===== config.mk =====
export PLATFORM = sky130hd
export DESIGN_NAME = periph_top
export DESIGN_NICKNAME = d
export VERILOG_FILES = /design/src/bus_pkg.sv /design/src/periph_pkg.sv /design/src/baud_timer.sv /design/src/bus_decoder.sv /design/src/kbd_port.sv /design/src/periph_top.sv /design/src/sync_fifo.sv /design/src/uart_tx_fsm.sv
export SDC_FILE = /design/constraint.sdc
export NUM_CORES = 1
export LEC_CHECK = 0
export BUFFER_PORTS_ARGS = -buffer_cell sky130_fd_sc_hd__buf_4
export CAP_MARGIN = 20
export CORE_MARGIN = 2
export CORE_UTILIZATION = 31
export CTS_BUF_LIST = sky130_fd_sc_hd__clkbuf_2 sky130_fd_sc_hd__clkbuf_4 sky130_fd_sc_hd__clkbuf_8
export CTS_CLUSTER_SIZE = 14
export DETAILED_ROUTE_END_ITERATION = 7
export SLEW_MARGIN = 20
export SYNTH_ARGS = -nofsm -noshare
export SYNTH_HDL_FRONTEND = slang
export SYNTH_SLANG_ARGS = --single-unit
export TNS_END_PERCENT = 30

===== constraint.sdc =====
create_clock -name clk -period 7.8 [get_ports clk]
set_input_delay 0.78 -clock clk [delete_from_list [all_inputs] [get_ports clk]]
set_output_delay 0.78 -clock clk [all_outputs]
set_load 0.05 [all_outputs]

===== src/bus_pkg.sv =====
// Bus package
// Address map, bus word types and register offsets of the peripheral region
package bus_pkg;

    typedef logic [31:0] addr_t;
    typedef logic [31:0] data_t;

    // Region code in address bits 31:28
    localparam logic [3:0] REGION_PERIPH = 4'h2;

    // Device codes in address bits 15:12
    localparam logic [3:0] DEV_DISPLAY = 4'h1;
    localparam logic [3:0] DEV_UART    = 4'h2;
    localparam logic [3:0] DEV_KBD     = 4'h5;

    // Register offsets in address bits 11:0
    localparam logic [11:0] OFS_DATA   = 12'h000;
    localparam logic [11:0] OFS_STATUS = 12'h004;

    // Keyboard puts status first and code second
    localparam logic [11:0] KBD_OFS_STATUS = 12'h000;
    localparam logic [11:0] KBD_OFS_CODE   = 12'h004;

endpackage


===== src/periph_pkg.sv =====
// Peripheral package
// Payload types and default buffer depths for the UART and the keyboard
package periph_pkg;

    // Byte waiting in the UART transmit buffer
    typedef logic [7:0] tx_byte_t;

    // Scan code and its error flag as one FIFO entry
    typedef struct packed {
        logic       err;
        logic [7:0] code;
    } kbd_entry_t;

    localparam int TX_DEPTH_DEFAULT  = 4;
    localparam int KBD_DEPTH_DEFAULT = 32;

endpackage


===== src/baud_timer.sv =====
// Baud timer
// Down-counter that pulses once per serial bit period
module baud_timer #(
    parameter int CLKS_PER_BIT = 104
) (
    input  logic clk,
    input  logic reset_i,
    input  logic restart_i,
    output logic tick_o
);

    localparam int CW = (CLKS_PER_BIT > 2) ? $clog2(CLKS_PER_BIT) : 1;
    localparam logic [CW-1:0] RELOAD = CW'(CLKS_PER_BIT - 1);

    logic [CW-1:0] cnt_q;

    always_ff @(posedge clk) begin
        if (reset_i || restart_i) begin
            cnt_q <= RELOAD;
        end else if (cnt_q == '0) begin
            cnt_q <= RELOAD;
        end else begin
            cnt_q <= cnt_q - 1'b1;
        end
    end

    // First tick a full bit period after restart
    assign tick_o = cnt_q == '0;

endmodule


===== src/bus_decoder.sv =====
// Peripheral bus decoder
// Registers the acknowledge, keeps the halt flag and the display register,
// and turns device accesses into strobes and a read word
module bus_decoder (
    input  logic           clk,
    input  logic           reset_i,
    input  logic           sel_i,
    input  logic           we_i,
    input  bus_pkg::addr_t addr_i,
    input  bus_pkg::data_t wdata_i,
    output logic           ack_o,
    output bus_pkg::data_t rdata_o,
    output logic [7:0]     display_o,
    output logic           tx_push_o,
    input  logic           tx_full_i,
    input  logic           tx_busy_i,
    output logic           kbd_pop_o,
    input  logic           kbd_avail_i,
    input  logic           kbd_err_i,
    input  logic [7:0]     kbd_code_i
);
    import bus_pkg::*;

    logic        sel_q;
    logic        start;
    logic        region_ok;
    logic [3:0]  dev;
    logic [11:0] ofs;
    logic        wr;
    logic        halt_q;
    logic [6:0]  display_q;

    assign region_ok = addr_i[31:28] == REGION_PERIPH;
    assign dev       = addr_i[15:12];
    assign ofs       = addr_i[11:0];

    // An access starts on the first cycle sel is seen
    assign start = sel_i && !sel_q;
    assign wr    = ack_o && we_i;

    always_ff @(posedge clk) begin
        if (reset_i) begin
            sel_q     <= 1'b0;
            ack_o     <= 1'b0;
            halt_q    <= 1'b0;
            display_q <= '0;
        end else begin
            sel_q <= sel_i;
            ack_o <= start && region_ok && !halt_q;
            // Anything outside the peripheral region halts for good
            if (start && !region_ok) begin
                halt_q <= 1'b1;
            end
            if (wr && dev == DEV_DISPLAY && ofs == OFS_DATA) begin
                display_q <= wdata_i[6:0];
            end
        end
    end

    assign display_o = {halt_q, display_q};

    // Strobes fire in the ack cycle and take effect at its closing edge
    assign tx_push_o = wr && dev == DEV_UART && ofs == OFS_DATA && !tx_full_i;
    assign kbd_pop_o = wr && dev == DEV_KBD && ofs == KBD_OFS_STATUS && kbd_avail_i;

    always_comb begin
        rdata_o = '0;
        case (dev)
            DEV_DISPLAY: begin
                if (ofs == OFS_DATA) begin
                    rdata_o = {24'd0, display_o};
                end
            end
            DEV_UART: begin
                // No receiver, so the valid bit stays zero
                if (ofs == OFS_STATUS) begin
                    rdata_o = {30'd0, 1'b0, tx_busy_i};
                end
            end
            DEV_KBD: begin
                if (ofs == KBD_OFS_STATUS) begin
                    rdata_o = {30'd0, kbd_err_i, kbd_avail_i};
                end else if (ofs == KBD_OFS_CODE) begin
                    rdata_o = {24'd0, kbd_code_i};
                end
            end
            default: begin
                rdata_o = '0;
            end
        endcase
    end

endmodule


===== src/kbd_port.sv =====
// Keyboard port
// Buffers strobed scan codes and holds the last dequeued code and error flag
module kbd_port #(
    parameter int KBD_DEPTH = periph_pkg::KBD_DEPTH_DEFAULT
) (
    input  logic       clk,
    input  logic       reset_i,
    input  logic [7:0] kbd_code_i,
    input  logic       kbd_strobe_i,
    input  logic       kbd_err_i,
    input  logic       pop_i,
    output logic       avail_o,
    output logic [7:0] code_o,
    output logic       err_o
);
    import periph_pkg::*;

    kbd_entry_t din;
    kbd_entry_t head;
    logic       full;
    logic       empty;

    assign din.code = kbd_code_i;
    assign din.err  = kbd_err_i;

    sync_fifo #(
        .payload_t (kbd_entry_t),
        .DEPTH     (KBD_DEPTH)
    ) i_kbd_fifo (
        .clk     (clk),
        .reset_i (reset_i),
        .push_i  (kbd_strobe_i && !full),
        .din_i   (din),
        .full_o  (full),
        .pop_i   (pop_i && !empty),
        .dout_o  (head),
        .empty_o (empty)
    );

    assign avail_o = !empty;

    always_ff @(posedge clk) begin
        if (reset_i) begin
            err_o <= 1'b0;
        end else if (pop_i && !empty) begin
            err_o <= head.err;
        end
    end

    // Code register loads with the dequeue
    always_ff @(posedge clk) begin
        if (pop_i && !empty) begin
            code_o <= head.code;
        end
    end

endmodule


===== src/periph_top.sv =====
// Peripheral block top level
// Bus decoder, UART transmit path and keyboard port behind one select/ack bus
module periph_top #(
    parameter int FREQ_HZ   = 12_000_000,
    parameter int BAUDS     = 115_200,
    parameter int TX_DEPTH  = periph_pkg::TX_DEPTH_DEFAULT,
    parameter int KBD_DEPTH = periph_pkg::KBD_DEPTH_DEFAULT
) (
    input  logic           clk,
    input  logic           reset_i,
    input  logic           sel_i,
    input  logic           we_i,
    input  bus_pkg::addr_t addr_i,
    input  bus_pkg::data_t wdata_i,
    output logic           ack_o,
    output bus_pkg::data_t rdata_o,
    output logic [7:0]     display_o,
    output logic           tx_o,
    input  logic [7:0]     kbd_code_i,
    input  logic           kbd_strobe_i,
    input  logic           kbd_err_i
);
    import periph_pkg::*;

    localparam int CLKS_PER_BIT = FREQ_HZ / BAUDS;

    logic     tx_push;
    logic     tx_full;
    logic     tx_empty;
    logic     tx_take;
    tx_byte_t tx_head;
    logic     tx_busy;
    logic     fsm_busy;
    logic     tick;
    logic     restart;
    logic     kbd_pop;
    logic     kbd_avail;
    logic     kbd_err;
    logic [7:0] kbd_code;

    // Busy until the buffer drains and the last frame is out
    assign tx_busy = fsm_busy || !tx_empty;

    bus_decoder i_bus_decoder (
        .clk         (clk),
        .reset_i     (reset_i),
        .sel_i       (sel_i),
        .we_i        (we_i),
        .addr_i      (addr_i),
        .wdata_i     (wdata_i),
        .ack_o       (ack_o),
        .rdata_o     (rdata_o),
        .display_o   (display_o),
        .tx_push_o   (tx_push),
        .tx_full_i   (tx_full),
        .tx_busy_i   (tx_busy),
        .kbd_pop_o   (kbd_pop),
        .kbd_avail_i (kbd_avail),
        .kbd_err_i   (kbd_err),
        .kbd_code_i  (kbd_code)
    );

    sync_fifo #(
        .payload_t (tx_byte_t),
        .DEPTH     (TX_DEPTH)
    ) i_tx_fifo (
        .clk     (clk),
        .reset_i (reset_i),
        .push_i  (tx_push),
        .din_i   (wdata_i[7:0]),
        .full_o  (tx_full),
        .pop_i   (tx_take),
        .dout_o  (tx_head),
        .empty_o (tx_empty)
    );

    baud_timer #(
        .CLKS_PER_BIT (CLKS_PER_BIT)
    ) i_baud_timer (
        .clk       (clk),
        .reset_i   (reset_i),
        .restart_i (restart),
        .tick_o    (tick)
    );

    uart_tx_fsm i_uart_tx_fsm (
        .clk          (clk),
        .reset_i      (reset_i),
        .byte_valid_i (!tx_empty),
        .byte_i       (tx_head),
        .byte_take_o  (tx_take),
        .tick_i       (tick),
        .restart_o    (restart),
        .busy_o       (fsm_busy),
        .tx_o         (tx_o)
    );

    kbd_port #(
        .KBD_DEPTH (KBD_DEPTH)
    ) i_kbd_port (
        .clk          (clk),
        .reset_i      (reset_i),
        .kbd_code_i   (kbd_code_i),
        .kbd_strobe_i (kbd_strobe_i),
        .kbd_err_i    (kbd_err_i),
        .pop_i        (kbd_pop),
        .avail_o      (kbd_avail),
        .code_o       (kbd_code),
        .err_o        (kbd_err)
    );

endmodule


===== src/sync_fifo.sv =====
// Synchronous FIFO
// First-word-fall-through circular buffer with a type-parameterized payload
module sync_fifo #(
    parameter type payload_t = logic [7:0],
    parameter int  DEPTH     = 4
) (
    input  logic     clk,
    input  logic     reset_i,
    input  logic     push_i,
    input  payload_t din_i,
    output logic     full_o,
    input  logic     pop_i,
    output payload_t dout_o,
    output logic     empty_o
);

    localparam int AW = (DEPTH > 1) ? $clog2(DEPTH) : 1;
    localparam int CW = $clog2(DEPTH + 1);

    payload_t      mem [DEPTH];
    logic [AW-1:0] wr_ptr_q;
    logic [AW-1:0] rd_ptr_q;
    logic [CW-1:0] count_q;
    logic          do_push;
    logic          do_pop;

    assign full_o  = count_q == CW'(DEPTH);
    assign empty_o = count_q == '0;
    assign do_push = push_i && !full_o;
    assign do_pop  = pop_i && !empty_o;

    // Head is visible without a read cycle
    assign dout_o = mem[rd_ptr_q];

    always_ff @(posedge clk) begin
        if (do_push) begin
            mem[wr_ptr_q] <= din_i;
        end
    end

    always_ff @(posedge clk) begin
        if (reset_i) begin
            wr_ptr_q <= '0;
            rd_ptr_q <= '0;
            count_q  <= '0;
        end else begin
            if (do_push) begin
                wr_ptr_q <= (wr_ptr_q == AW'(DEPTH - 1)) ? '0 : wr_ptr_q + 1'b1;
            end
            if (do_pop) begin
                rd_ptr_q <= (rd_ptr_q == AW'(DEPTH - 1)) ? '0 : rd_ptr_q + 1'b1;
            end
            if (do_push && !do_pop) begin
                count_q <= count_q + 1'b1;
            end else if (do_pop && !do_push) begin
                count_q <= count_q - 1'b1;
            end
        end
    end

endmodule


===== src/uart_tx_fsm.sv =====
// UART transmit FSM
// Serializes bytes from the buffer head into 8N1 frames, LSB first
module uart_tx_fsm (
    input  logic                 clk,
    input  logic                 reset_i,
    input  logic                 byte_valid_i,
    input  periph_pkg::tx_byte_t byte_i,
    output logic                 byte_take_o,
    input  logic                 tick_i,
    output logic                 restart_o,
    output logic                 busy_o,
    output logic                 tx_o
);
    import periph_pkg::*;

    typedef enum logic [1:0] {
        IDLE,
        START,
        DATA,
        STOP
    } state_t;

    state_t     state_q;
    tx_byte_t   shift_q;
    logic [2:0] bit_cnt_q;

    // Take the head byte and line up the bit timer in the same cycle
    assign byte_take_o = (state_q == IDLE) && byte_valid_i;
    assign restart_o   = byte_take_o;
    assign busy_o      = state_q != IDLE;

    always_ff @(posedge clk) begin
        if (reset_i) begin
            state_q   <= IDLE;
            bit_cnt_q <= '0;
        end else begin
            case (state_q)
                IDLE: begin
                    if (byte_take_o) begin
                        state_q <= START;
                    end
                end
                START: begin
                    if (tick_i) begin
                        state_q   <= DATA;
                        bit_cnt_q <= '0;
                    end
                end
                DATA: begin
                    if (tick_i) begin
                        bit_cnt_q <= bit_cnt_q + 1'b1;
                        if (bit_cnt_q == 3'd7) begin
                            state_q <= STOP;
                        end
                    end
                end
                default: begin
                    if (tick_i) begin
                        state_q <= IDLE;
                    end
                end
            endcase
        end
    end

    always_ff @(posedge clk) begin
        if (byte_take_o) begin
            shift_q <= byte_i;
        end else if (state_q == DATA && tick_i) begin
            shift_q <= shift_q >> 1;
        end
    end

    always_comb begin
        case (state_q)
            START:   tx_o = 1'b0;
            DATA:    tx_o = shift_q[0];
            default: tx_o = 1'b1;
        endcase
    end

endmodule

==> metrics.md <==
| Metric | Value |
|---|---|
| FF-to-FF Start | i_kbd_port.i_kbd_fifo.count_q[1]$_SDFFE_PP0P_ |
| Die height | 230 um |
| Final Routed Wirelength | 32300 um |
| Synth top area share | 63.9% |
| Worst-margin pin slew | 1.05 ns |
| Worst Path Arrival | 4.19 ns |
| Clock skew | 0.0358 ns |
| Max-Cap Viols | 0 |
| Nets@finish | 1050 |
| Worst path slowest cell | or4_1 |
| Setup Fix Bufs, Post-CTS | 0 |
| Clock slew at reported path FFs | 0.08 ns |
| Hold path depth | 1 |
| Kind of critical path | register to register |
| First-pass GRT wire length | 49100 um |
| Reg2Reg Depth | 11 |
| Die W | 230 um |
| Antenna viol nets, final | 0 |
| Initial drt markers | 597 |
| Syn-to-layout area delta | 13.9% |
| Number of global-route vias before repair | 8010 |
| Worst Path Buf+Inv | 2 |
| EDFF count, synth | 336 |
| Post-synth top area cell | edfxtp_1 |
| Worst slew margin | 29.8% |
| Netlist Area Pre-Place | 15800 um2 |
| Critical Path Start Type | register |
| Fin. Hold Viols | 0 |
| Total global-route track usage | 12.2% |
| CP required | 8.29 ns |
| Port Buffers | 59 |
| Synthesized instance count | 860 |
| Synth async-reset ratio | 0% |
| CP top delay family | compound AO/OA/AOI/OAI gates |
| RSZ-0062 raised after global routing | no |
| Worst path most repeated cell | ha_1 |
| Flop2flop setup slack | 4.10 ns |
| I/O pins | 120 |
| CP endpoint kind | register |
| Clock buffer depth | 3 |
| Dpl hpwl | 19800 um |
| Routed WL per cell | 19.4 um |
| Final period util | 47.4% |
| R2R Path End | i_kbd_port.i_kbd_fifo.count_q[5]$_SDFFE_PP0P_ |
| Hold EP | i_tx_fifo.mem[2][7]$_DFFE_PP_ |
| Setup TNS | 0 ns |
| Die ar. | 52700 um2 |
| Synthesized area per cell | 18.4 um2 |
| Worst-Skew Late Latency | 0.63 ns |
| Pwr per Cell Area | 254 nW/um2 |
| Max Slew Vio Count | 0 |
| DR DRC count | 0 |
| Cts bufs inserted | 59 |
| Final setup fails | 0 |
| Max VDD drop | 0.000125 V |
| Worst stage delay on the critical path | 0.62 ns |
| YS warnings | 0 |
| Top-count cell post-synth | edfxtp_1 |
| Core Area | 50200 um2 |
| N_diodes | 0 |
| Hold Path Class | input pin to register |
| Post-cts sizing count | 0 |
| Top_reg_cell synth | edfxtp_1 |
| Worst hold margin | 0.371 ns |
| Post-synth top cells | edfxtp_1, mux4_2, nor2_1 |
| Initial Utilization | 31.5% |
| Pre-Repair DR Iteration Count | 5 |
| Routed vias/inst | 4.70 |
| CTS tree | yes |
| Largest fanout on the critical path | 8 |
| GRT Residual Overflow | 0 |
| Crit path time final | 3.70 ns |
| Layout cells sized above 1 | 28.5% |
| Number of core rows | 82 |
| Sequential area share after synthesis | 70.6% |
| Largest net degree at the start of global routing | 44 |
| H-tree depth | 2 |
| CTS sink cnt | 389 |
| Critical Path, Cell by Cell | or4_1 > o31ai_2 > inv_2 > ha_1 > inv_1 > ha_1 > a21o_1 > a21oi_1 > o21ai_0 > o311ai_0 > mux2_2 |
| Synth cell types | 55 |
| GPL Wtd Cong | 0.756 |
| Initial antenna violation count | 0 |
| CTS root buffer | clkbuf_8 |
| Status | complete, no violations |
| Post-synthesis register bit count | 389 |
| Top cells by area, synth | edfxtp_1, mux4_2, dfxtp_1 |
| Lkg Pwr | 5.78 nW |
| Hold_sp | wdata_i[7] |
| Max Clk Rate | 270 MHz |
| Cts hold-fix bufs | 0 |
| DR vias | 7837 |
==> report_power, final <==
| part | switching [mW] | internal (mW) | total (mW) | leakage, nW |
|---|---|---|---|---|
| clock network | 0.790 | 0.854 | 1.64 | 0.617 |
| registers | 0.0604 | 2.36 | 2.42 | 3.46 |
| logic | 0.295 | 0.209 | 0.504 | 1.70 |
==> cell families (layout without fill, tap and decap cells) <==
family	Yosys count	after routing	synth area share (%)
adder cells (fa/ha/maj)	28	28	2.31
flip-flops	389	389	70.6
AND/OR/NAND/NOR	170	170	5.47
multiplexers	129	129	16.0
buffers and inverters	81	193	2.77
AO/OA/AOI/OAI	51	51	2.20
XOR/XNOR	11	11	0.610
other	1	24	0.0238
==> state kept, by name (all words and copies together) (netlist names), 6 cells and up, named ones only <==
name and count:
i_kbd_port.i_kbd_fifo.count_q 6, i_uart_tx_fsm.shift_q 8, i_kbd_port.i_kbd_fifo.mem 288, i_kbd_port.code_o 8, i_tx_fifo.mem 32, i_baud_timer.cnt_q 7
i_bus_decoder.display_q 7
==> per-layer routing <==
layer / track usage (%) / vias to the layer above / part of all wire, %
met3: 2.77 / 37 / 6.0
met5: 0 / - / 0
met2: 18.3 / 208 / 45
li1: - / 3532 / -
met4: 2.70 / 0 / 1.1
met1: 18.0 / 4060 / 48
==> per-stage QoR <==
| step | instance area, um2 | cells | util (%) | setup slack [ns] | power [mW] |
|---|---|---|---|---|---|
| after floorplan | 15900 | 883 | - | 4.16 | 2.83 |
| after global placement | 16800 | 1555 | 33.5 | 3.48 | 2.96 |
| after detailed placement | 16800 | 1555 | 33.5 | 3.45 | 2.97 |
| after CTS | 18000 | 1667 | 35.8 | 4.11 | 4.62 |
| after global routing | 18000 | 1667 | 35.8 | 3.80 | 4.78 |
| final | 18000 | 1667 | 35.8 | 4.10 | 4.57 |
==> placed cells by master (no fill, tap or decap), drive strengths merged, types with 5 or more instances in the layout <==
master  synthesis  layout
ha             26      26
clkinv          0      24
buf            42      62
clkbuf         20      86
mux4           97      97
nor3            6       6
nor4            9       9
and3            5       5
nand3b          6       6
edfxtp        336     336
dfxtp          53      53
and2            5       5
nor2           69      69
inv            19      20
a22o            7       7
a21oi          20      20
xor2            7       7
conb            1      24
o21ai           8       8
mux2i          16      16
nand3           7       7
mux2           16      16
nand2          39      39
==> worst max path at each step <==
| stage | cells after the start | startpoint | end |
|---|---|---|---|
| 2_1_floorplan | 12 | addr_i[5] | i_kbd_port.i_kbd_fifo.count_q[5]$_SDFFE_PP0P_ |
| 5_1_grt | 13 | addr_i[1] | i_kbd_port.i_kbd_fifo.count_q[5]$_SDFFE_PP0P_ |
| 6_report | 11 | i_kbd_port.i_kbd_fifo.count_q[1]$_SDFFE_PP0P_ | i_kbd_port.i_kbd_fifo.count_q[5]$_SDFFE_PP0P_ |
| 3_3_place_gp | 13 | addr_i[5] | i_kbd_port.i_kbd_fifo.count_q[5]$_SDFFE_PP0P_ |
| 3_5_place_dp | 13 | addr_i[5] | i_kbd_port.i_kbd_fifo.count_q[5]$_SDFFE_PP0P_ |
| 4_1_cts | 13 | addr_i[5] | i_kbd_port.i_kbd_fifo.count_q[5]$_SDFFE_PP0P_ |
==> final cells by class <==
cell class              instances  area [um2]
well taps                     672         841
flip-flops and latches        389       11200
clock buffers                  86        1030
multi-input cells             413        4290
clock inverters                26         128
fillers                      4707       32200
inverters                      19        73.8
repair buffers                 62         465
No activity file was read; power rests on OpenSTA's default activity.
